$ cat src/text_overlay_macros.svh
`ifndef TEXT_OVERLAY_MACROS_SVH
`define TEXT_OVERLAY_MACROS_SVH

// visible raster
`define SCREEN_W 640
`define SCREEN_H 480

// cell buffer size in pixels, scrolling wraps here
`define WRAP_W 672
`define WRAP_H 512

// cell buffer size in 8x8 cells
`define CELL_COLS 84
`define CELL_ROWS 64

`define COLOR_W 12
`define PAL_SIZE 16

// alpha value for a fully opaque text area
`define ALPHA_FULL 6

// register map, palettes sit at 00h..3Fh below these
`define ADDR_SCROLL_X_LO 7'h40
`define ADDR_SCROLL_X_HI 7'h41
`define ADDR_SCROLL_Y_LO 7'h42
`define ADDR_SCROLL_Y_HI 7'h43
`define ADDR_CURSOR_ROW 7'h44
`define ADDR_CURSOR_COL 7'h45
`define ADDR_CELL_CHAR 7'h46
`define ADDR_CELL_COLORS 7'h47
`define ADDR_CELL_FG 7'h48
`define ADDR_CELL_BG 7'h49
`define ADDR_CELL_COMMIT 7'h4A
`define ADDR_ALPHA 7'h4B

`endif

$ cat src/text_overlay_pkg.sv
`include "text_overlay_macros.svh"

package text_overlay_pkg;

    // red in [11:8], green in [7:4], blue in [3:0]
    typedef logic [`COLOR_W-1:0] color_t;

    typedef struct packed {
        logic [3:0] fg_index;
        logic [3:0] bg_index;
        logic [7:0] char_code;
    } cell_t;

    typedef enum logic [3:0] {
        OP_FG_PAL,
        OP_BG_PAL,
        OP_SCROLL_X,
        OP_SCROLL_Y,
        OP_CURSOR_ROW,
        OP_CURSOR_COL,
        OP_CELL_CHAR,
        OP_CELL_COLORS,
        OP_CELL_FG,
        OP_CELL_BG,
        OP_CELL_COMMIT,
        OP_ALPHA,
        OP_NONE
    } reg_op_e;

    typedef struct packed {
        reg_op_e op;
        logic [3:0] pal_index;
        logic hi;
        logic we;
        logic [7:0] data;
    } bus_req_t;

    typedef enum logic [1:0] {
        ST_IDLE,
        ST_CELL_ACCESS,
        ST_CELL_DONE
    } fsm_state_e;

    typedef struct packed {
        logic [9:0] col;
        logic [8:0] row;
    } scan_pos_t;

    typedef struct packed {
        logic [12:0] addr;
        logic [2:0] pix_row;
        logic [2:0] pix_col;
    } cell_fetch_t;

    typedef struct packed {
        logic [7:0] char_code;
        color_t fg_color;
        color_t color;
        logic [2:0] pix_row;
        logic [2:0] pix_col;
    } pixel_t;

endpackage

$ cat src/overlay_regs.sv
`include "text_overlay_macros.svh"

module overlay_regs (
    input  logic i_rst,
    input  logic i_cpu_clk,
    input  text_overlay_pkg::bus_req_t i_req,
    input  logic i_req_valid,
    input  logic i_cell_latch,
    input  logic i_read_ack,
    input  text_overlay_pkg::cell_t i_rd_cell,
    input  logic [3:0] i_fg_index,
    input  logic [3:0] i_bg_index,
    output logic [7:0] o_data,
    output logic o_data_ready,
    output logic [12:0] o_cell_addr,
    output text_overlay_pkg::cell_t o_put_cell,
    output logic [9:0] o_scroll_x,
    output logic [8:0] o_scroll_y,
    output text_overlay_pkg::color_t o_fg_color,
    output text_overlay_pkg::color_t o_bg_color,
    output logic [2:0] o_alpha
);
    import text_overlay_pkg::*;

    color_t fg_pal [`PAL_SIZE];
    color_t bg_pal [`PAL_SIZE];
    logic [5:0] cursor_row;
    logic [6:0] cursor_col;
    cell_t get_cell;
    logic [7:0] rd_data;
    logic [3:0] idx;

    assign idx = i_req.pal_index;

    always_ff @(posedge i_rst or posedge i_cpu_clk) begin
        if (i_cpu_clk) begin
            for (int i = 0; i < `PAL_SIZE; i++) begin
                fg_pal[i] <= '0;
                bg_pal[i] <= '0;
            end
            o_scroll_x <= '0;
            o_scroll_y <= '0;
            cursor_row <= '0;
            cursor_col <= '0;
            o_put_cell <= '0;
            get_cell <= '0;
            o_alpha <= 3'(`ALPHA_FULL);
        end else if (i_cell_latch) begin
            // ram port A is write-first, so after a commit this reloads the same word
            get_cell <= i_rd_cell;
            o_put_cell <= i_rd_cell;
        end else if (i_req_valid && i_req.we) begin
            case (i_req.op)
                OP_FG_PAL: begin
                    if (i_req.hi) begin
                        fg_pal[idx][11:8] <= i_req.data[3:0];
                    end else begin
                        fg_pal[idx][7:0] <= i_req.data;
                    end
                end
                OP_BG_PAL: begin
                    if (i_req.hi) begin
                        bg_pal[idx][11:8] <= i_req.data[3:0];
                    end else begin
                        bg_pal[idx][7:0] <= i_req.data;
                    end
                end
                OP_SCROLL_X: begin
                    if (i_req.hi) begin
                        o_scroll_x[9:8] <= i_req.data[1:0];
                    end else begin
                        o_scroll_x[7:0] <= i_req.data;
                    end
                end
                OP_SCROLL_Y: begin
                    if (i_req.hi) begin
                        o_scroll_y[8] <= i_req.data[0];
                    end else begin
                        o_scroll_y[7:0] <= i_req.data;
                    end
                end
                OP_CURSOR_ROW: cursor_row <= i_req.data[5:0];
                OP_CURSOR_COL: cursor_col <= i_req.data[6:0];
                OP_CELL_CHAR: o_put_cell.char_code <= i_req.data;
                OP_CELL_COLORS: begin
                    o_put_cell.fg_index <= i_req.data[7:4];
                    o_put_cell.bg_index <= i_req.data[3:0];
                end
                OP_CELL_FG: o_put_cell.fg_index <= i_req.data[3:0];
                OP_CELL_BG: o_put_cell.bg_index <= i_req.data[3:0];
                OP_ALPHA: o_alpha <= i_req.data[2:0];
                default: ;
            endcase
        end
    end

    // read-back mux, cell fields come from the last cell fetched at 4Ah
    always_comb begin
        case (i_req.op)
            OP_FG_PAL: rd_data = i_req.hi ? {4'h0, fg_pal[idx][11:8]} : fg_pal[idx][7:0];
            OP_BG_PAL: rd_data = i_req.hi ? {4'h0, bg_pal[idx][11:8]} : bg_pal[idx][7:0];
            OP_SCROLL_X: rd_data = i_req.hi ? {6'd0, o_scroll_x[9:8]} : o_scroll_x[7:0];
            OP_SCROLL_Y: rd_data = i_req.hi ? {7'd0, o_scroll_y[8]} : o_scroll_y[7:0];
            OP_CURSOR_ROW: rd_data = {2'd0, cursor_row};
            OP_CURSOR_COL: rd_data = {1'b0, cursor_col};
            OP_CELL_CHAR: rd_data = get_cell.char_code;
            OP_CELL_COLORS: rd_data = {get_cell.fg_index, get_cell.bg_index};
            OP_CELL_FG: rd_data = {4'h0, get_cell.fg_index};
            OP_CELL_BG: rd_data = {4'h0, get_cell.bg_index};
            OP_ALPHA: rd_data = {5'd0, o_alpha};
            default: rd_data = 8'h00;
        endcase
    end

    always_ff @(posedge i_rst or posedge i_cpu_clk) begin
        if (i_cpu_clk) begin
            o_data_ready <= 1'b0;
        end else begin
            o_data_ready <= i_read_ack;
        end
    end

    always_ff @(posedge i_rst) begin
        if (i_cell_latch) begin
            o_data <= i_rd_cell.char_code;
        end else if (i_read_ack) begin
            o_data <= rd_data;
        end
    end

    // cell address is column then row
    assign o_cell_addr = {cursor_col, cursor_row};

    // palette lookups for the pixel side
    assign o_fg_color = fg_pal[i_fg_index];
    assign o_bg_color = bg_pal[i_bg_index];

endmodule

$ cat config.mk
export PLATFORM = sky130hd
export DESIGN_NAME = overlay_regs
export DESIGN_NICKNAME = d
export VERILOG_FILES = /design/src/text_overlay_pkg.sv /design/src/overlay_regs.sv
export VERILOG_INCLUDE_DIRS = /design/src
export SDC_FILE = /design/constraint.sdc
export NUM_CORES = 1
export LEC_CHECK = 0
export ABC_AREA = 1
export BUFFER_PORTS_ARGS = -buffer_cell sky130_fd_sc_hd__buf_4
export CAP_MARGIN = 40
export CORE_MARGIN = 5
export CORE_UTILIZATION = 45
export CTS_CLUSTER_DIAMETER = 120
export DETAILED_ROUTE_END_ITERATION = 10
export REMOVE_ABC_BUFFERS = 1
export SLEW_MARGIN = 20
export SYNTH_ARGS = -nofsm -noshare
export SYNTH_HDL_FRONTEND = slang
export SYNTH_SLANG_ARGS = --single-unit
$ cat constraint.sdc
create_clock -name i_rst -period 49.9 [get_ports i_rst]
set_input_delay 9.98 -clock i_rst [delete_from_list [all_inputs] [get_ports i_rst]]
set_output_delay 9.98 -clock i_rst [all_outputs]
set_load 0.1 [all_outputs]
== After elaboration in Yosys (flattened, before gate mapping) ==
Index checks and enable logic that the tools add are counted.
Storage, ports and cells
  logic and storage cells: 121
  input port bits: 47
  register bits: 460
  output and inout port bits: 84
Operators by class
  muxes and demuxes: 34
  bitwise operators: 5
  order comparisons: 4
  eq/ne operators: 10
  reductions and logical operators: 21
Operators with widths (number)
  $bwmux 192: 4
  $mux 192: 2
  $bmux 12 s4: 4
  $mux 12: 9
  $demux 12 s4: 2
  $pmux 8 s11: 1
  $mux 8: 8
  $mux 16: 2
  $eq 4x3->1 const B: 4
  $reduce_and 4->1: 4
  $ge 5x5->1 const B: 3
  $not 4->5: 3
  $reduce_and 3->1: 5
  $eq 4x4->1 const B: 3
  $eq 4x2->1 const B: 2
  $pmux 4 s2: 1
  $reduce_bool 2->1: 4
  $reduce_and 2->1: 3
  $lt 5x1->1 const B: 1
  $eq 4x1->1 const B: 1
  $logic_not 4->1: 1
  $mux 4: 1
  $reduce_bool 3->1: 1
  $logic_and 1x1->1: 2
  other kinds (2): 3

== Logic depth before layout (Yosys ltp) ==
Gate-level depths: netlist (run 1).
  word-level depth: 8
  mapped depth: 16
  gate-level depth less buffers: 13

== Worst setup path before layout (run 1) ==
No wires, ideal clock.
  kind: input -> output
  start point: input i_bg_index[0]
  end point: output o_bg_color[3]
  required time: 39920 ps
  stages: 7
  setup slack: 27032 ps
  arrival time: 12888 ps
  path buffers: 2
  cells stage by stage: clkbuf_1 -> inv_1 -> clkbuf_1 -> nor2_1 -> o22ai_1 -> o22ai_1 -> o21ai_0
On the way
  longest elaborated chain between the ends: 4
RTL lines
  start: declaration: line overlay_regs.sv:12  | input logic [3:0] i_bg_index,
  $not 4->5 (not written as such): line overlay_regs.sv:136  | assign o_bg_color = bg_pal[i_bg_index];
  $bmux 12 s4: line overlay_regs.sv:136
  $mux 12 (not written as such) (2 in a row): line overlay_regs.sv:136
  end: declaration: line overlay_regs.sv:20  | output text_overlay_pkg::color_t o_bg_color,
No other way between the ends. The select of a mux whose other input is x is not followed.

== Worst setup path in the final report (run 1) ==
  start point: input i_bg_index[0]
  end point: output o_bg_color[2]
Same word-level chain as after synthesis.

==> results of run 1 <==
==> path summary, 6_finish.rpt <==
check / to / cells past startpoint
max in group asynchronous: o_scroll_y[5] / 5
min in group asynchronous: bg_pal[116] / 2
hold / removal: bg_pal[19] / 2
setup reg to reg: o_data[4] / 12
hold reg to reg: bg_pal[19] / 2
setup / recovery: o_bg_color[2] / 7
==> state kept, by name, indices dropped and copies added, names as in the netlist <==
name and cells:
bg_pal 192, cursor_col 7, cursor_row 6, fg_pal 192, get_cell 16, o_alpha 3
o_data 8, o_data_ready 1, o_put_cell 16, o_scroll_x 10, o_scroll_y 9
==> per-layer routing <==
metal,vias to the layer above,track usage,part of all wire
li1,11411,-,-
met2,1187,0.480,0.45
met1,11716,0.428,0.42
met4,0,0.111,0.038
met3,214,0.0442,0.084
met5,-,0,0
==> cell usage in the layout (no fill, tap or decap), drive strengths merged <==
master,synthesis,routed
a211oi,1,1
a21oi,211,211
a22o,4,4
a31oi,37,37
buf,93,170
bufinv,0,5
clkbuf,139,74
clkinv,6,12
clkinvlp,0,4
dfrtp,450,450
dfstp,2,2
edfxtp,8,8
inv,179,183
mux2i,28,28
nand2,1294,1294
nand3,65,65
nand4,1,1
nor2,271,271
nor3,8,8
o2111ai,1,1
o211ai,60,60
o21ai,591,591
o221ai,28,28
o22ai,13,13
or2,1,1
==> cell type report <==
class,count,share of cell area
clock inverters,19,0.00895
multi-input cells,2614,0.416
inverters,185,0.0249
repair buffers,171,0.0537
clock buffers,73,0.0542
well taps,748,0.0331
flip-flops and latches,460,0.409
==> power by group through the flow <==
stage | logic (uW) | registers [uW] | clock network, uW
floorplan | 55.4 | 434 | 0
global placement | 146 | 398 | 0
detailed placement | 149 | 398 | 0
CTS | 149 | 391 | 413
global route | 158 | 392 | 427
finish | 150 | 391 | 407
==> metrics by stage <==
stage | power (uW) | hold slack [ns]
after floorplan | 489 | 0.442
after global placement | 543 | 0.463
after detailed placement | 546 | 0.470
after CTS | 953 | 0.489
after global routing | 977 | 0.506
final | 949 | 0.487
==> cell families after synthesis <==
kind of cell | count (synthesis) | synth area share
DFF | 460 | 0.462
and+or+nand+nor | 1640 | 0.255
muxes | 28 | 0.0112
AOI/OAI and AO/OA | 946 | 0.203
buffers and inverters | 417 | 0.0684
==> critical path, stage by stage <==
cell and delay (ns):
buf_4 0.31, buf_4 0.74, o21ai_0 0.15, o21ai_0 0.34, o22ai_1 0.11, o21ai_0 0.37, buf_4 0.37
==> results.md, run 1 <==
* Placed insts at 4,175
* Async SR Flop Fraction at 0.983
* CTS tree: built
* Leak Pwr at 0.0133 uW
* Die W at 246 um
* Total Routing Usage GR at 0.304
* Synth cell types at 33
* Status: finished, final reports clean
* Critical Path Fanout Max at 85
* Crit path launch type: primary input
* Final hold violation count at 0
* Area of placed instances at 26,400 sq um
* FF+latch area at 11,600 sq um
* Place WS at 27.60 ns
* Post-route insts no fill at 4,270
* Worst-Skew Late Latency at 0.61 ns
* Slew of the pin with the lowest slew margin at 0.903 ns
* Commonest cells in the netlist: nand2_1, o21ai_0, dfrtp_1
* Vias post-DR at 24,528
* CP arrival at 12.47 ns
* Global-route wire length before repair at 142,000 um
* Sw Share at 0.312
* R2R Path Start: fg_pal[184]
* Mean Syn Cell Area at 7.16 sq um
* Initial DRC count at 2,886
* WL/cell at 21.9 um
* Total number of H-tree levels at 2
* Initial Util at 0.454
* Number of global-route vias before repair at 23,116
* Hold_sp: bg_pal[19]
* Pins Over Slew Limit at 0
* Power Dens Cells at 33.6 nW/um^2
* Post-synth EDFFs at 8
* Footprint of the multi-input gates at 11,700 sq um
* CTS buffer count at 52
* Port Buf Inserts at 130
* Largest net degree at the start of global routing at 185
* Post-DRT Antenna Nets at 0
* Top-count cell post-synth: nand2_1
* Finished Core Util at 0.513
* Initial antenna violation count at 0
* DIE HEIGHT at 246 um
* Layout cells sized above 1 at 0.0877
* Yosys synthesis warning count at 0
* Top-area cell type share of the netlist area at 0.450
* Setup TNS at 0 ns
* Via density at 5.74
* Final WL at 93,600 um
* Synthesized cell area at 25,000 sq um
* WS Path Type: primary input to output port
* CP required at 39.92 ns
* Synth-to-Final Area Change at 12.9%
* Comb power frac at 0.158
* Fmax at 0.0445 GHz
* Maximum clock path buffer count at 3
* ANT cells at 0
* TritonRoute pass-1 iters at 7
* Tcrit/Tclk final at 0.450
* Yosys top cell by area: dfrtp_1
* Seq/Total Area, Yosys at 0.462
* Num rows at 86
* Final net count at 3,531
* Max Cap Violations at 0
* Switching power at 296 uW
* DRC at 0
* Clock Tree Root: clkbuf_16
* Postcts setup bufs at 0
* Register share of total power at 0.412
* GPL Wtd Cong at 0.954
* Minimum clock period at 22.45 ns
* # setup viols final at 0
* GR Overflow Total at 0
* Die area at 60,400 sq um
* Fin worst setup slack at 27.45 ns
* Tightest Hold Check Type: flip-flop to flip-flop
* Fill count at 5,421
* VDD IR max at 0.0275 mV
* Worst R2R Setup Slack at 47.70 ns
* CTS sink count at 460
* Top cells by area, synth: dfrtp_1, nand2_1, o21ai_0, a21oi_1, nor2_1
* I/O pins at 131
* RSZ-0062 raised after global routing: no
* Layout Skew at 0.0154 ns
* Critical Path Start: i_bg_index[0]
* CORE AREA at 55,100 sq um
* Hold buffer count at CTS at 0
* PostCTS Resize Cnt at 0
* Slew HR at 0.398
* CP Capture Type: output port
* Final instance area at 28,200 sq um
* Main flop type after synthesis: dfrtp_1
* CTS clk-pin slew, worst paths at 0.06 ns
* Register bit total from synthesis at 460
* Synthesized netlist cell count at 3,491
* Clock network fraction of design power at 0.429
* Hpwl dp at 60,000 um
* Internal power at 653 uW
(Power assumes the default switching activity.)
==> run 2: changes to the inputs <==
--- a/config.mk
+++ b/config.mk
@@ -6,7 +6,7 @@
 export SDC_FILE = /design/constraint.sdc
 export NUM_CORES = 1
 export LEC_CHECK = 0
-export ABC_AREA = 1
+export ABC_AREA = 0
 export BUFFER_PORTS_ARGS = -buffer_cell sky130_fd_sc_hd__buf_4
 export CAP_MARGIN = 40
 export CORE_MARGIN = 5
==> constraint.sdc (replaced) <==
create_clock -name i_rst -period 20 [get_ports i_rst]
set_input_delay 4 -clock i_rst [delete_from_list [all_inputs] [get_ports i_rst]]
set_output_delay 4 -clock i_rst [all_outputs]
set_load 0.1 [all_outputs]
==> run 2 against run 1 <==
Compared with the run above:
- clock power increased by 140%
- power grew 130%
- cell count down 44%
- global-route usage shrank 5.8 points
- critical endpoint is now o_fg_color[3]
==> results.md, run 2 <==
* Status: finished, final reports clean (unchanged)
* DRC at 0 (unchanged)
* Post-DRT Antenna Nets at 0 (unchanged)
* Total number of H-tree levels at 2 (unchanged)
* Reg2Reg Depth at 6 (was 12)
* I/O pins at 131 (unchanged)
* Final WL at 70,500 um (was 93,600 um)
* Hold endpoint: o_put_cell[11] (was bg_pal[19])
* WL/cell at 29.4 um (was 21.9 um)
* CTS buffer count at 51 (was 52)
* Internal power at 1610 uW (was 653 uW)
* Tightest Hold Check Type: flip-flop to flip-flop (unchanged)
* Commonest cells in the netlist: dfrtp_1, mux2_2, mux4_2 (was nand2_1, o21ai_0, dfrtp_1)
* Worst R2R Setup Slack at 17.50 ns (was 47.70 ns)
* ANT cells at 0 (unchanged)
* Postcts setup bufs at 0 (unchanged)
* Minimum clock period at 10.09 ns
* Hpwl dp at 45,600 um (was 60,000 um)
* VDD IR max at 0.0607 mV (was 0.0275 mV)
* Synthesized netlist cell count at 1,597 (was 3,491)
* CP arrival at 6.09 ns (was 12.47 ns)
* Total Routing Usage GR at 0.246 (was 0.304)
* PostCTS Resize Cnt at 0 (unchanged)
* GR Overflow Total at 0 (unchanged)
* Top-area cell type share of the netlist area at 0.468 (was 0.450)
* Yosys synthesis warning count at 0 (unchanged)
* Final net count at 1,718 (was 3,531)
* Clock Tree Root: clkbuf_16 (unchanged)
* Delay-heaviest family, CP: multiplexers (was buffers and inverters)
* Number of global-route vias before repair at 15,926 (was 23,116)
* CTS clk-pin slew, worst paths at 0.06 ns (about the same)
* Main flop type after synthesis: dfrtp_1 (unchanged)
* Setup TNS at 0 ns (unchanged)
* FF+latch area at 11,600 sq um (unchanged)
* Tcrit/Tclk final at 0.504
* Final instance area at 27,300 sq um (was 28,200 sq um)
* Register bit total from synthesis at 460 (unchanged)
* TritonRoute pass-1 iters at 5 (was 7)
* Initial DRC count at 1,255 (was 2,886)
* Slew HR at 0.343 (was 0.398)
* Top-count cell post-synth: dfrtp_1 (was nand2_1)
* Hold Crit Depth at 2 (unchanged)
* Async SR Flop Fraction at 0.983 (unchanged)
* Switching power at 612 uW (was 296 uW)
* Fmax at 0.0991 GHz
* Leak Pwr at 0.0126 uW (was 0.0133 uW)
* Initial Util at 0.456 (was 0.454)
* Seq/Total Area, Yosys at 0.480 (was 0.462)
* Fin worst setup slack at 9.91 ns (was 27.45 ns)
* Global-route wire length before repair at 107,000 um (was 142,000 um)
* Fill count at 4,428 (was 5,421)
* CTS tree: built (unchanged)
* Hold_sp: o_put_cell[11] (was bg_pal[19])
* Footprint of the multi-input gates at 11,900 sq um (was 11,700 sq um)
* Crit-path cells: buf_4, buf_12, mux4_2, mux4_2, buf_4 (was buf_4, buf_4, o21ai_0, o21ai_0, o22ai_1, o21ai_0, buf_4)
* Slowest cell delay on critical path at 0.55 ns (was 0.74 ns)
* Register share of total power at 0.438 (was 0.412)
* CP Capture Type: output port (unchanged)
* FF-to-FF End: o_data[0] (was o_data[4])
* R2R Path Start: bg_pal[48] (was fg_pal[184])
* Most frequent cells in the layout: dfrtp_1, mux2_2, mux4_2, buf_4, nand2_1 (was nand2_1, o21ai_0, dfrtp_1, nor2_1, a21oi_1)
* Layout cells sized above 1 at 0.532 (was 0.0877)
* Post-synth EDFFs at 8 (unchanged)
* Comb power frac at 0.122 (was 0.158)
* Critical path depth at 5 (was 7)
* Worst-Skew Late Latency at 0.59 ns (was 0.61 ns)
* GPL Wtd Cong at 0.867 (was 0.954)
* CP required at 16.00 ns (was 39.92 ns)
* Largest net degree at the start of global routing at 166 (was 185)
* Hold buffer count at CTS at 0 (unchanged)
* Via density at 6.39 (was 5.74)
* Area of placed instances at 25,500 sq um (was 26,400 sq um)
* Initial antenna violation count at 1 (was 0)
* Crit path launch type: primary input (unchanged)
* Synth-to-Final Area Change at 13.7% (was 12.9%)
* Maximum clock path buffer count at 3 (unchanged)
* Port Buf Inserts at 130 (unchanged)
* Synth cell types at 58 (was 33)
* WP buf/inv at 3 (unchanged)
* # setup viols final at 0 (unchanged)
* Clock network fraction of design power at 0.440 (was 0.429)
* Max Cap Violations at 0 (unchanged)
* DIE HEIGHT at 241 um (was 246 um)
* Final hold violation count at 0 (unchanged)
* CORE AREA at 52,800 sq um (was 55,100 sq um)
* Vias post-DR at 15,346 (was 24,528)
* Layout Skew at 0.0153 ns (was 0.0154 ns)
* CP max stage cell: mux4_2 (was buf_4)
* Die area at 58,200 sq um (was 60,400 sq um)
* Yosys top cell by area: dfrtp_1 (unchanged)
* Largest registers: bg_pal: 192 flops, fg_pal: 192 flops (unchanged)
* Slew of the pin with the lowest slew margin at 0.978 ns (was 0.903 ns)
* Place WS at 9.86 ns (was 27.60 ns)
* CTS sink count at 460 (unchanged)
* RSZ-0062 raised after global routing: no (unchanged)
* Mean Syn Cell Area at 15.1 sq um (was 7.16 sq um)
* Top cells by area, synth: dfrtp_1, mux4_2, mux2_2, nand2_1, clkbuf_1 (was dfrtp_1, nand2_1, o21ai_0, a21oi_1, nor2_1)
* Sw Share at 0.275 (was 0.312)
* WS Path Type: primary input to output port (unchanged)
* Critical Path Fanout Max at 25 (was 85)
* Leading cell type in the layout, fill and taps excluded: dfrtp_1 (was nand2_1)
* Die W at 241 um (was 246 um)
* Num rows at 84 (was 86)
* Synthesized cell area at 24,000 sq um (was 25,000 sq um)
* Power Dens Cells at 81.3 nW/um^2 (was 33.6 nW/um^2)
* Pins Over Slew Limit at 0 (unchanged)
## run 2: cell types whose count changed after synthesis, sizes merged, moves of 163 or more
cell,change
nand2,-1204
o21ai,-562
mux2,+429
nor2,-231
mux4,+225
a21oi,-196
inv,-163
## run 2: power by group through the flow
stage               clock network (uW)  registers (uW)  logic, uW
detailed placement                   0             990        272
global placement                     0             990        268
global route                      1040             975        286
CTS                                999             973        273
floorplan                            0            1080       76.8
finish                             978             973        271
## run 2: cell families after synthesis
| kind of cell | synth area share |
|---|---|
| compound gates | 0.0294 |
| buf+inv | 0.0266 |
| flops | 0.480 |
| mux | 0.422 |
| simple gates | 0.0415 |
## run 2: final cells by class
cell class                      count  area share
Inverter                           16     0.00247
Timing Repair Buffer              152      0.0449
Multi-Input combinational cell    990       0.434
Tap cell                          688      0.0315
Sequential cell                   460       0.423
Clock inverter                     18     0.00691
Clock buffer                       77      0.0577
## run 2: layer usage
layer	global-route usage	wire length, um	vias to the layer above
met5	0	0	-
met4	0.0621	1830	0
met3	0.0351	4050	118
met2	0.408	34800	549
met1	0.346	29900	8339
li1	-	-	6340
## run 2: tightest hold or removal path, delay by kind of cell (launching register included)
family	cells	cell delay (ns)
AO/OA/AOI/OAI	1	0.06
AND/OR/NAND/NOR	1	0.05
flip-flops	1	0.34
## run 2: how the worst max path moves through the flow
stage,endpoint,from
after floorplan,bg_pal[0],i_cpu_clk
after global placement,o_fg_color[3],i_fg_index[0]
after detailed placement,o_fg_color[3],i_fg_index[0]
after CTS,o_fg_color[3],i_fg_index[0]
after global routing,o_fg_color[3],i_fg_index[0]
final,o_fg_color[3],i_fg_index[0]
## run 2: per-stage QoR
| stage | std cells | util | total power (uW) | hold slack (ns) |
|---|---|---|---|---|
| 6_report | 2401 | 0.518 | 2220 | 0.481 |
| 5_1_grt | 2401 | 0.518 | 2300 | 0.519 |
| 4_1_cts | 2397 | 0.517 | 2240 | 0.491 |
| 3_5_place_dp | 2302 | 0.484 | 1260 | 0.478 |
| 3_3_place_gp | 2296 | 0.482 | 1260 | 0.470 |
| 2_1_floorplan | 1466 | - | 1150 | 0.477 |
