$ cat config.mk
export PLATFORM = sky130hd
export DESIGN_NAME = pixel_colorizer
export DESIGN_NICKNAME = d
export VERILOG_FILES = /design/src/text_overlay_pkg.sv /design/src/pixel_colorizer.sv
export VERILOG_INCLUDE_DIRS = /design/src
export SDC_FILE = /design/constraint.sdc
export NUM_CORES = 1
export LEC_CHECK = 0
export ABC_AREA = 1
export BUFFER_PORTS_ARGS = -buffer_cell sky130_fd_sc_hd__clkbuf_2
export CAP_MARGIN = 10
export CORE_MARGIN = 5
export CORE_UTILIZATION = 48
export CTS_CLUSTER_DIAMETER = 80
export DETAILED_ROUTE_END_ITERATION = 10
export GPL_ROUTABILITY_DRIVEN = 0
export GPL_TIMING_DRIVEN = 0
export PLACE_DENSITY_LB_ADDON = 0.2
export SLEW_MARGIN = 20
export SYNTH_ARGS = -nofsm -noshare
export SYNTH_HDL_FRONTEND = slang
export SYNTH_SLANG_ARGS = --single-unit
export TNS_END_PERCENT = 100
$ cat constraint.sdc
create_clock -name i_rst -period 0.8 [get_ports i_rst]
set_input_delay 0.04 -clock i_rst [delete_from_list [all_inputs] [get_ports i_rst]]
set_output_delay 0.04 -clock i_rst [all_outputs]
set_load 0.02 [all_outputs]
$ cat src/text_overlay_macros.svh
`ifndef TEXT_OVERLAY_MACROS_SVH
`define TEXT_OVERLAY_MACROS_SVH

// visible raster
`define SCREEN_W 640
`define SCREEN_H 480

// cell buffer size in pixels, scrolling wraps here
`define WRAP_W 672
`define WRAP_H 512

// cell buffer size in 8x8 cells
`define CELL_COLS 84
`define CELL_ROWS 64

`define COLOR_W 12
`define PAL_SIZE 16

// alpha value for a fully opaque text area
`define ALPHA_FULL 6

// register map, palettes sit at 00h..3Fh below these
`define ADDR_SCROLL_X_LO 7'h40
`define ADDR_SCROLL_X_HI 7'h41
`define ADDR_SCROLL_Y_LO 7'h42
`define ADDR_SCROLL_Y_HI 7'h43
`define ADDR_CURSOR_ROW 7'h44
`define ADDR_CURSOR_COL 7'h45
`define ADDR_CELL_CHAR 7'h46
`define ADDR_CELL_COLORS 7'h47
`define ADDR_CELL_FG 7'h48
`define ADDR_CELL_BG 7'h49
`define ADDR_CELL_COMMIT 7'h4A
`define ADDR_ALPHA 7'h4B

`endif

$ cat src/text_overlay_pkg.sv
`include "text_overlay_macros.svh"

package text_overlay_pkg;

    // red in [11:8], green in [7:4], blue in [3:0]
    typedef logic [`COLOR_W-1:0] color_t;

    typedef struct packed {
        logic [3:0] fg_index;
        logic [3:0] bg_index;
        logic [7:0] char_code;
    } cell_t;

    typedef enum logic [3:0] {
        OP_FG_PAL,
        OP_BG_PAL,
        OP_SCROLL_X,
        OP_SCROLL_Y,
        OP_CURSOR_ROW,
        OP_CURSOR_COL,
        OP_CELL_CHAR,
        OP_CELL_COLORS,
        OP_CELL_FG,
        OP_CELL_BG,
        OP_CELL_COMMIT,
        OP_ALPHA,
        OP_NONE
    } reg_op_e;

    typedef struct packed {
        reg_op_e op;
        logic [3:0] pal_index;
        logic hi;
        logic we;
        logic [7:0] data;
    } bus_req_t;

    typedef enum logic [1:0] {
        ST_IDLE,
        ST_CELL_ACCESS,
        ST_CELL_DONE
    } fsm_state_e;

    typedef struct packed {
        logic [9:0] col;
        logic [8:0] row;
    } scan_pos_t;

    typedef struct packed {
        logic [12:0] addr;
        logic [2:0] pix_row;
        logic [2:0] pix_col;
    } cell_fetch_t;

    typedef struct packed {
        logic [7:0] char_code;
        color_t fg_color;
        color_t color;
        logic [2:0] pix_row;
        logic [2:0] pix_col;
    } pixel_t;

endpackage

$ cat src/pixel_colorizer.sv
`include "text_overlay_macros.svh"

module pixel_colorizer (
    input  logic i_rst,
    input  logic i_cpu_clk,
    input  text_overlay_pkg::cell_t i_cell,
    input  text_overlay_pkg::cell_fetch_t i_fetch_delayed,
    input  text_overlay_pkg::color_t i_fg_color,
    input  text_overlay_pkg::color_t i_bg_color,
    input  logic [2:0] i_alpha,
    input  text_overlay_pkg::color_t i_bg_in,
    output logic [3:0] o_fg_index,
    output logic [3:0] o_bg_index,
    output text_overlay_pkg::pixel_t o_pixel,
    output logic o_pix_valid
);
    import text_overlay_pkg::*;

    cell_fetch_t fetch_q;
    logic [2:0] alpha_lim;
    color_t blended;
    logic [1:0] fill;

    function automatic logic [3:0] blend_chan(input logic [3:0] top, input logic [3:0] base,
                                              input logic [2:0] a);
        logic [6:0] a_ext;
        logic [6:0] sum;
        a_ext = {4'd0, a};
        sum = {3'd0, top} * a_ext + {3'd0, base} * (7'(`ALPHA_FULL) - a_ext);
        return 4'(sum / 7'd6);
    endfunction

    assign o_fg_index = i_cell.fg_index;
    assign o_bg_index = i_cell.bg_index;

    assign alpha_lim = (i_alpha > 3'(`ALPHA_FULL)) ? 3'(`ALPHA_FULL) : i_alpha;

    // per channel blend of the cell background over the incoming colour
    always_comb begin
        for (int ch = 0; ch < 3; ch++) begin
            blended[ch*4 +: 4] = blend_chan(i_bg_color[ch*4 +: 4], i_bg_in[ch*4 +: 4], alpha_lim);
        end
    end

    // pixel fields trail the cell address by the ram read
    always_ff @(posedge i_rst) begin
        fetch_q <= i_fetch_delayed;
        o_pixel.char_code <= i_cell.char_code;
        o_pixel.fg_color <= i_fg_color;
        o_pixel.color <= blended;
        o_pixel.pix_row <= fetch_q.pix_row;
        o_pixel.pix_col <= fetch_q.pix_col;
    end

    // pipeline fill, valid follows the first position through mapper and ram
    always_ff @(posedge i_rst or posedge i_cpu_clk) begin
        if (i_cpu_clk) begin
            fill <= 2'b00;
            o_pix_valid <= 1'b0;
        end else begin
            fill <= {fill[0], 1'b1};
            o_pix_valid <= fill[1];
        end
    end

endmodule

# Yosys cells after proc, flatten, opt, wreduce, memory -nomap -nowiden
# Cells that the tools add are included.
# totals
ff_bits,47
inputBits,76
out_inout_bits,47
wordCells,24
# classes
order_cmp,1
n_addsub,4
multipliers,6
muxes,1
n_div,3
# ops
operator,count
adder 7 bit,3
divider 7 x 3 -> 7 bit (second input constant),3
multiplier 4 x 3 -> 7 bit,3
multiplier 4 x 7 -> 7 bit,2
multiplier 5 x 4 -> 7 bit,1
subtractor 3 x 3 -> 4 bit (first input constant),1
greater-than comparator 3 bit (second input constant),1
two-way mux 3 bit,1

# Longest topological paths before layout
# Gate-level depths: netlist of the first run.
# logic_depth
depth_word,6
ltp_mapped,35

# Worst setup path after synthesis of the first run
# Ideal clock, no wire load.
# synth_path
kind,input-to-reg
start,in i_alpha[2]
end,reg o_pixel[14] in the netlist's numbering
path_stages,34
slack_ns,-4.005
arrival_time_ns,4.692
cell_sequence,nand2_1 nand2_1 inv_1 ha_1 xor2_1 clkbuf_1 nor2_1 fa_1 inv_1 fa_1 inv_1 fa_1 inv_1 fa_1 inv_1 ha_1 nand2_1 nand2_1 a21oi_1 inv_1 nand2_1 nand2_1 inv_2 nand2_1 nand2_1 nand2_1 nand2_1 o21ai_0 nand2_1 nand2_1 nand2_1 nand2_1 nand2_1 nand2_1
# synth_via
elab_chain_cells,6
elab_cells_between_ends,7
classes_between,2 x add/sub; 2 x mul; 1 x div; 1 x order compare; 1 x mux
# synth_rtl
item,line,rtl
"start, declared",pixel_colorizer.sv:10,"input logic [2:0] i_alpha,"
greater-than comparator 3 bit,pixel_colorizer.sv:36,assign alpha_lim = (i_alpha > 3'(`ALPHA_FULL)) ? 3'(`ALPHA_FULL) : i_alpha;
two-way mux 3 bit (*),pixel_colorizer.sv:36,
subtractor 3 x 3 -> 4 bit,pixel_colorizer.sv:29,"sum = {3'd0, top} * a_ext + {3'd0, base} * (7'(`ALPHA_FULL) - a_ext);"
multiplier 5 x 4 -> 7 bit,pixel_colorizer.sv:29,
adder 7 bit (*),pixel_colorizer.sv:29,
divider 7 x 3 -> 7 bit (*),pixel_colorizer.sv:30,return 4'(sum / 7'd6);
via blended[8],pixel_colorizer.sv:21,color_t blended;
"end, declared",pixel_colorizer.sv:14,"output text_overlay_pkg::pixel_t o_pixel,"
# The timed path passes the listed nets; every way through them passes the cells marked *.

# Final worst setup path of the first run
# layout_path
start,in i_alpha[1]
end,reg o_pixel[6] in the netlist's numbering
# layout_via
elab_chain_cells,6
elab_cells_between_ends,7
classes_between,2 x add/sub; 2 x mul; 1 x div; 1 x order compare; 1 x mux
# layout_rtl
item,line
greater-than comparator 3 bit,pixel_colorizer.sv:36
two-way mux 3 bit (*),pixel_colorizer.sv:36
subtractor 3 x 3 -> 4 bit,pixel_colorizer.sv:29
multiplier 4 x 7 -> 7 bit,pixel_colorizer.sv:29
adder 7 bit (*),pixel_colorizer.sv:29
divider 7 x 3 -> 7 bit (*),pixel_colorizer.sv:30
via blended[0],pixel_colorizer.sv:21
# Marked as above.

==> impl_metrics.env, run 1 <==
export IMPL_status="complete, but fails checks"
export IMPL_violations="setup timing"
export IMPL_setup_viol=38
export IMPL_grt_usage=0.2054
export IMPL_antenna_found_initial=0
export IMPL_hold_viol_final=0
export IMPL_syn_area_um2=4136
export IMPL_core_area_um2=8299
export IMPL_clockPowerShare=0.067
export IMPL_detailed_place_area_um2=5012
export IMPL_finalCritPeriodShare=5.388
export IMPL_reg2regPathDepth=0
export IMPL_crit_required_ns=1.01
export IMPL_drv_slew=0
export IMPL_grt_overflow=0
export IMPL_synth_edf_count=0
export IMPL_place_ws_ns=-4.105
export IMPL_cts_inserted_buffers=5
export IMPL_final_common_cell="inv_1"
export IMPL_dieWidth_um=102.8
export IMPL_slew_headroom=0.6455
export IMPL_area_delta_synth_final_pct=55.05
export IMPL_p_seq_frac=0.136
export IMPL_drive_gt1_frac=0.4315
export IMPL_clock_root_buffer="clkbuf_8"
export IMPL_final_seq_area_um2=1002
export IMPL_highest_layer="met4"
export IMPL_numPortBuffers=101
export IMPL_synthTopCellsByArea="fa_1 22%, dfxtp_1 21%, ha_1 14%"
export IMPL_cts_tree="done"
export IMPL_vdd_ir_drop_max_v=0.003592
export IMPL_ant_nets=0
export IMPL_hold_path_class="primary input to async pin"
export IMPL_initial_core_util=0.4984
export IMPL_maxCapViolCount=0
export IMPL_final_instance_count_excl_fill=798
export IMPL_ys_seq_area_frac=0.2311
export IMPL_syn_avg_cell_area_um2=7.955
export IMPL_ios=123
export IMPL_core_rowCount=33
export IMPL_synth_ff_type="dfxtp_1"
export IMPL_yosysTopAreaCell="fa_1"
export IMPL_power_leakage_nw=3.488
export IMPL_yosysWarnings=0
export IMPL_multiInputGateArea_um2=3237
export IMPL_yosys_register_bits=47
export IMPL_num_antenna_cells=0
export IMPL_crit_arrival_ns=4.52
export IMPL_layout_common_cells="107 x inv_1, 72 x nand2_1, 61 x clkbuf_2, 42 x nor2_1, 40 x fa_1"
export IMPL_dr_wl_met3_um=505
export IMPL_cp_start_kind="primary input"
export IMPL_yosysTopAreaCellShare=0.2178
export IMPL_path_max_fanout=4
export IMPL_synth_async_sr_flop_share=0.06383
export IMPL_tightest_slew_ns=0.5318
export IMPL_drc=0
export IMPL_power_frac_comb=0.797
export IMPL_die_height_um=102.8
export IMPL_cts_buffer_depth=2
export IMPL_vias=3825
export IMPL_grt_pass1_vias=3972
export IMPL_dp_cells=741
export IMPL_clkSlewWorstSetupHoldPaths_ns=0.10
export IMPL_via_per_inst=4.793
export IMPL_nFillCells=550
export IMPL_h_tree_depth=2
export IMPL_p_switching_mw=11.61
export IMPL_worstSetupPathType="primary input to flip-flop"
export IMPL_grt_max_degree=18
export IMPL_synth_cells=520
export IMPL_skew_ns=0.003943
export IMPL_ys_types=32
export IMPL_crit_path_end_kind="flip-flop"
export IMPL_drt_wl_total_mm=11.40
export IMPL_insertion_delay_ns=0.30
export IMPL_die_area_um2=10570
export IMPL_wire_per_inst_um=14.29
export IMPL_drt_iter0_drc=111
export IMPL_p_per_area_nw_per_um2=3676
export IMPL_nNetsFinal=860
export IMPL_first_pass_iters=4
export IMPL_grt_pass1_wl_mm=17.15
export IMPL_intPower_mw=11.96
export IMPL_switching_share=0.4926
export IMPL_clock_sinks=47
export IMPL_design_area_um2=6414
export IMPL_postLayoutSetupSlackWorst_ns=-3.510
export IMPL_fin_crit_ns=4.310
export IMPL_max_freq_ghz=0.2320
export IMPL_grt_setup_unrepaired="yes"
export IMPL_wl_met2_mm=6.629
export IMPL_wl_met1_mm=3.989
export IMPL_hpwl_mm=7.695
-- cells in the mapped netlist, types with 3 or more instances --
cell type and instances:
inv_2 3, xnor2_1 7, nand2_1 111, buf_4 8, dfxtp_1 44, dfrtp_1 3
o21ai_0 3, a21oi_1 6, clkbuf_1 7, o21ai_2 4, nor2_1 52, nand2_2 6
fa_1 45, xor2_1 6, inv_1 116, ha_1 47, nand3_1 31
-- logic make-up (layout without fill, tap and decap cells) --
group                    after synthesis  after routing  share of synthesized area
AND/OR/NAND/NOR                      210            210                     0.2108
adder cells (fa/ha/maj)               92             92                     0.3599
AO/OA/AOI/OAI                         21             21                    0.03600
other                                  2             17                   0.001816
XOR/XNOR                              14             14                    0.03146
flip-flops                            47             47                     0.2311
buffers and inverters                134            292                     0.1289
-- worst paths after layout --
path                       slack (ns)  startpoint             to
max                             -3.51  i_alpha[1]     o_pixel[6]
min                              0.13   i_cpu_clk        fill[0]
max reg2reg                      0.31     fill[0]        fill[1]
min reg2reg                      0.33  fetch_q[4]     o_pixel[4]
max in group asynchronous        0.53   i_cpu_clk        fill[1]
min in group i_rst               0.30  i_cell[10]  o_bg_index[2]
-- state kept, by name, indices dropped and copies added, names as in the netlist --
register,count
fetch_q,6
o_pixel,38
fill,2
o_pix_valid,1
-- critical path, cell delays in order --
cell and delay, ns:
clkbuf_16 0.12, nand2_8 0.05, nand2_8 0.08, inv_4 0.04, ha_4 0.16, xor2_4 0.16, or2_4 0.23, fa_1 0.46
fa_1 0.51, inv_2 0.04, fa_1 0.53, fa_2 0.47, ha_4 0.32, nand2_4 0.08, buf_6 0.13, o21bai_4 0.14
xor2_2 0.20, inv_2 0.10, a21oi_4 0.16, nor2_4 0.05, o21ai_2 0.18, nand3_2 0.12, nand4_1 0.09, nand2_1 0.05
-- routing by layer --
| layer | GRT usage | vias up |
|---|---|---|
| li1 | - | 1862 |
| met1 | 0.2165 | 1831 |
| met2 | 0.4121 | 106 |
| met3 | 0.03518 | 26 |
| met4 | 0.05777 | 0 |
| met5 | 0 | - |
-- cell type report --
type	count	share of cell area
well taps	105	0.02048
flip-flops and latches	47	0.1563
clock buffers	5	0.01073
repair buffers	151	0.2171
clock inverters	3	0.004292
inverters	119	0.07004
plain buffers	14	0.01639
multi-input cells	354	0.5047
-- through the flow --
stage	total power, mW	TNS [ns]	hold WS (ns)	util
2_1_floorplan	13.30	-37.87	-0.2064	-
3_3_place_gp	15.08	-44.35	-0.1154	0.6040
3_5_place_dp	15.63	-45.40	-0.1028	0.6040
4_1_cts	19.35	-39.00	0.1121	0.7268
5_1_grt	25.48	-41.98	0.1462	0.7728
6_report	23.58	-39.15	0.1329	0.7728
-- power groups by stage --
| stage | clock (mW) | combinational, mW | sequential (mW) |
|---|---|---|---|
| floorplan | 0 | 9.77 | 3.53 |
| global placement | 0 | 12.0 | 3.03 |
| detailed placement | 0 | 12.6 | 3.02 |
| CTS | 1.60 | 14.7 | 3.09 |
| global route | 1.72 | 20.5 | 3.24 |
| finish | 1.58 | 18.8 | 3.21 |
-- repair_timing --
action,4_1_cts,5_1_grt
gates resized for setup,148,110
hold buffers,27,0
hold endpoints to repair,29,0
setup endpoints to repair,51,51
setup buffers,13,10
cloned,0,0
pin swaps,32,23
Note: power is estimated with default switching activity, not from simulation.
==> run 2, diff against run 1 <==
CORE_UTILIZATION = 53   (was 48)
clock period = 4.4 ns   (was 0.8 ns; I/O delays follow)
==> run 2 against run 1 <==
  * The flow still finishes with violations (setup timing)
  * Sequential power is 83% lower
  * Die area is 8.5% lower
  * Clock power is 79% lower
  * Critical endpoint unchanged
  * Largest cell class unchanged
==> impl_metrics.env, run 2 (same netlist as run 1, synthesis figures left out) <==
export IMPL_maxCapViolCount=0
export IMPL_ios=123
export IMPL_setup_viol=4
export IMPL_clock_root_buffer="clkbuf_8"
export IMPL_slowest_stage="fa_1"
export IMPL_final_seq_area_um2=955.9
export IMPL_final_common_cell="inv_1"
export IMPL_grt_usage=0.1923
export IMPL_crit_family="adder cells"
export IMPL_grt_pass1_vias=3732
export IMPL_multiInputGateArea_um2=3149
export IMPL_hold_viol_final=0
export IMPL_hpwl_mm=7.284
export IMPL_fin_crit_ns=4.474
export IMPL_skew_ns=0.008628
export IMPL_violations="setup timing"
export IMPL_drive_gt1_frac=0.3576
export IMPL_grt_max_degree=17
export IMPL_drv_slew=0
export IMPL_initial_core_util=0.5409
export IMPL_numPortBuffers=101
export IMPL_h_tree_depth=2
export IMPL_nNetsFinal=841
export IMPL_via_per_inst=4.638
export IMPL_clockPowerShare=0.084
export IMPL_cts_buffer_depth=2
export IMPL_status="complete, but fails checks"
export IMPL_clkSlewWorstSetupHoldPaths_ns=0.10
export IMPL_cts_inserted_buffers=5
export IMPL_core_rowCount=32
export IMPL_slowest_delay_ns=0.53
export IMPL_insertion_delay_ns=0.30
export IMPL_dieWidth_um=98.35
export IMPL_layout_common_cells="109 x inv_1, 99 x clkbuf_2, 76 x nand2_1, 45 x nor2_1, 44 x dfxtp_1"
export IMPL_first_pass_iters=4
export IMPL_core_area_um2=7647
export IMPL_power_frac_comb=0.778
export IMPL_crit_required_ns=4.61
export IMPL_clock_sinks=47
export IMPL_drc=0
export IMPL_cp_start_kind="primary input"
export IMPL_cts_tree="done"
export IMPL_grt_pass1_wl_mm=15.57
export IMPL_grt_overflow=0
export IMPL_path_buf_inv=4
export IMPL_postLayoutSetupSlackWorst_ns=-0.07436
export IMPL_num_antenna_cells=0
export IMPL_intPower_mw=1.959
export IMPL_tightest_slew_ns=0.5326
export IMPL_ant_nets=0
export IMPL_wire_per_inst_um=12.41
export IMPL_path_max_fanout=5
export IMPL_worstSetupPathType="primary input to flip-flop"
export IMPL_p_switching_mw=1.952
export IMPL_drt_wl_total_mm=9.634
export IMPL_drt_iter0_drc=93
export IMPL_antenna_found_initial=0
export IMPL_grt_setup_unrepaired="yes"
export IMPL_fin_util=0.7462
export IMPL_place_ws_ns=-0.6525
export IMPL_power_leakage_nw=3.251
export IMPL_max_freq_ghz=0.2235
export IMPL_switching_share=0.4990
export IMPL_hold_path_class="primary input to flip-flop"
export IMPL_nFillCells=598
export IMPL_vias=3599
export IMPL_area_delta_synth_final_pct=37.96
export IMPL_top_register="o_pixel"
export IMPL_vdd_ir_drop_max_v=0.0007494
export IMPL_crit_arrival_ns=4.68
export IMPL_crit_path_end_kind="flip-flop"
export IMPL_slew_headroom=0.6449
export IMPL_tns_ns=-0.1595
export IMPL_p_per_area_nw_per_um2=685.3
export IMPL_largestRegisters="o_pixel x38, fetch_q x6, fill x2"
export IMPL_p_seq_frac=0.138
export IMPL_largest_reg_flops=38
export IMPL_finalCritPeriodShare=1.017
export IMPL_die_height_um=98.35
export IMPL_die_area_um2=9672
## run 2: metal layers
metal / GRT usage / vias to the layer above / part of all wire
met4: 0.05672 / 0 / 0.013
met1: 0.2121 / 1692 / 0.38
met5: 0 / - / 0
li1: - / 1824 / -
met3: 0.03929 / 12 / 0.048
met2: 0.3677 / 71 / 0.56
## run 2: final timing paths
kind | end | start | depth (start not counted) | slack (ns)
worst max-delay path | o_pixel[6] | i_alpha[1] | 26 | -0.07
worst min-delay path | o_pixel[35] | i_cell[5] | 1 | 0.01
worst max register to register | fill[1] | fill[0] | 0 | 3.91
worst min register to register | o_pixel[4] | fetch_q[4] | 0 | 0.32
max in group asynchronous | o_pix_valid | i_cpu_clk | 3 | 3.96
min in group asynchronous | fill[0] | i_cpu_clk | 3 | 0.30
## run 2: power by group through the flow
| stage | logic, mW | clock network [mW] | registers, mW |
|---|---|---|---|
| floorplan | 1.72 | 0 | 0.642 |
| global placement | 2.12 | 0 | 0.550 |
| detailed placement | 2.21 | 0 | 0.551 |
| CTS | 2.51 | 0.336 | 0.542 |
| global route | 3.35 | 0.356 | 0.549 |
| finish | 3.04 | 0.328 | 0.542 |
## run 2: metrics by stage
stage	std cells	hold slack [ns]	power, mW	cell area, um2
3_3_place_gp	738	0.06495	2.672	4957
3_5_place_dp	738	0.07197	2.765	4957
5_1_grt	776	-0.002453	4.258	5707
2_1_floorplan	535	-0.02636	2.358	4324
4_1_cts	762	0.0002339	3.391	5384
6_report	776	0.01151	3.911	5707
## run 2: area by class of cell
class,count,share of cell area
multi-input cells,354,0.5519
flip-flops and latches,47,0.1675
repair buffers,131,0.1412
inverters,119,0.07915
well taps,102,0.02236
plain buffers,15,0.01776
clock buffers,5,0.01206
clock inverters,3,0.008112
## run 2: repair_timing
item	CTS	global route
buffers inserted	13	6
gates resized for setup	41	51
setup endpoints to repair	7	7
pin swaps	45	27
hold buffers	3	8
gates cloned	0	0
hold endpoints to repair	5	8
==> run 3, diff against run 2 <==
CAP_MARGIN = default   (was 10)
CORE_UTILIZATION = 40   (was 53)
CTS_BUF_LIST = sky130_fd_sc_hd__clkbuf_8   (was default)
==> run 3 against run 2 <==
  * The run still ends with setup timing left
  * Design area grew 2.7%
  * Wire length decreased by 4.8%
  * Core utilization fell by 17 points
  * Worst hold slack gained 0.00052 ns
  * Sequential power hardly changed
  * Largest cell class unchanged
  * Critical path type unchanged
  * Combinational power is 2% higher
==> impl_metrics.env, run 3 (same netlist as run 1, synthesis figures left out) <==
export IMPL_status="complete, but fails checks"
export IMPL_violations="setup timing"
export IMPL_vias=3588
export IMPL_drc=0
export IMPL_finalCritPeriodShare=1.018
export IMPL_drive_gt1_frac=0.3607
export IMPL_vdd_ir_drop_max_v=0.0007992
export IMPL_detailed_place_area_um2=5000
export IMPL_area_delta_synth_final_pct=41.62
export IMPL_largest_reg_flops=38
export IMPL_cts_tree="done"
export IMPL_dieWidth_um=111.7
export IMPL_crit_path_end_kind="flip-flop"
export IMPL_cp_start_kind="primary input"
export IMPL_nNetsFinal=849
export IMPL_worst_hold_slack_ns=0.01203
export IMPL_largestRegisters="o_pixel x38, fetch_q x6, fill x2"
export IMPL_grt_pass1_wl_mm=15.44
export IMPL_num_antenna_cells=0
export IMPL_ios=123
export IMPL_total_power_mw=3.983
export IMPL_clkSlewWorstSetupHoldPaths_ns=0.09
export IMPL_final_common_cell="inv_1"
export IMPL_skew_ns=0.005665
export IMPL_fin_crit_ns=4.480
export IMPL_clock_sinks=47
export IMPL_wire_per_inst_um=11.21
export IMPL_maxCapViolCount=0
export IMPL_setup_viol=5
export IMPL_rr_startpoint="fill[0]"
export IMPL_numPortBuffers=101
export IMPL_hold_path_class="primary input to flip-flop"
export IMPL_layout_common_cells="110 x inv_1, 101 x clkbuf_2, 76 x nand2_1, 44 x nor2_1, 44 x dfxtp_1"
export IMPL_h_tree_depth=2
export IMPL_die_height_um=111.7
export IMPL_insertion_delay_ns=0.30
export IMPL_hold_path_endpoint="o_pixel[18]"
export IMPL_tightest_slew_ns=0.5454
export IMPL_drv_slew=0
export IMPL_path_max_fanout=5
export IMPL_worstSetupPathType="primary input to flip-flop"
export IMPL_via_per_inst=4.386
export IMPL_slew_headroom=0.6364
export IMPL_min_from="i_fg_color[0]"
export IMPL_power_leakage_nw=3.295
export IMPL_crit_arrival_ns=4.69
export IMPL_top_register="o_pixel"
export IMPL_grt_overflow=0
export IMPL_hold_viol_final=0
export IMPL_slowest_delay_ns=0.58
export IMPL_hpwl_mm=7.332
export IMPL_postLayoutSetupSlackWorst_ns=-0.07958
export IMPL_fin_util=0.5752
export IMPL_drt_iter0_drc=89
export IMPL_p_per_area_nw_per_um2=679.9
export IMPL_crit_required_ns=4.61
export IMPL_grt_setup_unrepaired="yes"
export IMPL_die_area_um2=12470
export IMPL_r2r_setup_slack_ns=3.92
export IMPL_cts_buffer_depth=2
export IMPL_drt_wl_total_mm=9.169
export IMPL_grt_usage=0.1481
export IMPL_clock_root_buffer="clkbuf_8"
export IMPL_hold_depth=1
export IMPL_core_area_um2=10180
export IMPL_final_seq_area_um2=955.9
export IMPL_core_rowCount=37
export IMPL_first_pass_iters=4
export IMPL_r2r_end="fill[1]"
export IMPL_place_ws_ns=-0.6787
export IMPL_design_area_um2=5858
export IMPL_slowest_stage="fa_1"
export IMPL_cts_inserted_buffers=5
export IMPL_reg2regPathDepth=0
export IMPL_max_freq_ghz=0.2232
export IMPL_initial_core_util=0.4061
export IMPL_antenna_found_initial=0
export IMPL_multiInputGateArea_um2=3163
export IMPL_crit_path_frequent_cell="fa_1"
export IMPL_ant_nets=0
export IMPL_nFillCells=979
export IMPL_grt_pass1_vias=3562
export IMPL_grt_max_degree=16
==> run 3: worst max path at each step <==
stage / start / endpoint / slack (ns)
floorplan: i_alpha[2] / o_pixel[6] / -0.08
global placement: i_alpha[2] / o_pixel[14] / -0.60
detailed placement: i_alpha[2] / o_pixel[14] / -0.68
CTS: i_alpha[2] / o_pixel[14] / -0.09
global route: i_alpha[2] / o_pixel[14] / -0.30
finish: i_alpha[1] / o_pixel[6] / -0.08
==> run 3: layer usage <==
metal	global-route usage	part of all wire	vias to the layer above	wire length (um)
met5	0	0	-	0
met4	0.03650	0.0088	0	81
met3	0.03207	0.050	5	462
met2	0.2698	0.52	81	4812
met1	0.1768	0.42	1664	3813
li1	-	-	1838	-
==> run 3: repair_timing <==
action,in CTS,in global routing
pin swaps,41,34
setup buffers,13,9
resized for setup,39,58
cloned,0,0
endpoints found under the hold margin,18,0
endpoints found under the setup margin,8,7
hold buffers,16,0
==> run 3: power by group <==
part           total (mW)  switching [mW]  internal [mW]  leakage [nW]
clock network       0.337           0.150          0.187        0.0618
logic                3.11            1.76           1.35          2.83
registers           0.540          0.0161          0.523         0.406
total                3.98            1.93           2.06          3.30
==> run 3: worst max-delay path, delay by kind of cell <==
| kind | cells | cell delay, ns |
|---|---|---|
| adder cells (fa/ha/maj) | 6 | 2.37 |
| AND/OR/NAND/NOR | 11 | 1.04 |
| XOR/XNOR | 2 | 0.43 |
| buffers and inverters | 5 | 0.38 |
| AO/OA/AOI/OAI | 2 | 0.25 |
==> run 3: stage by stage <==
stage,std cells,TNS (ns)
2_1_floorplan,535,-0.1216
3_3_place_gp,772,-3.968
3_5_place_dp,772,-4.705
4_1_cts,809,-0.09974
5_1_grt,818,-1.509
6_report,818,-0.2290
==> run 3: layout make-up <==
type                    instances  share of cell area
multi-input cells             354              0.5399
plain buffers                  15             0.01880
inverters                     119             0.07710
well taps                     136             0.02905
clock buffers                   6             0.01410
flip-flops and latches         47              0.1632
repair buffers                139              0.1512
clock inverters                 2            0.006621
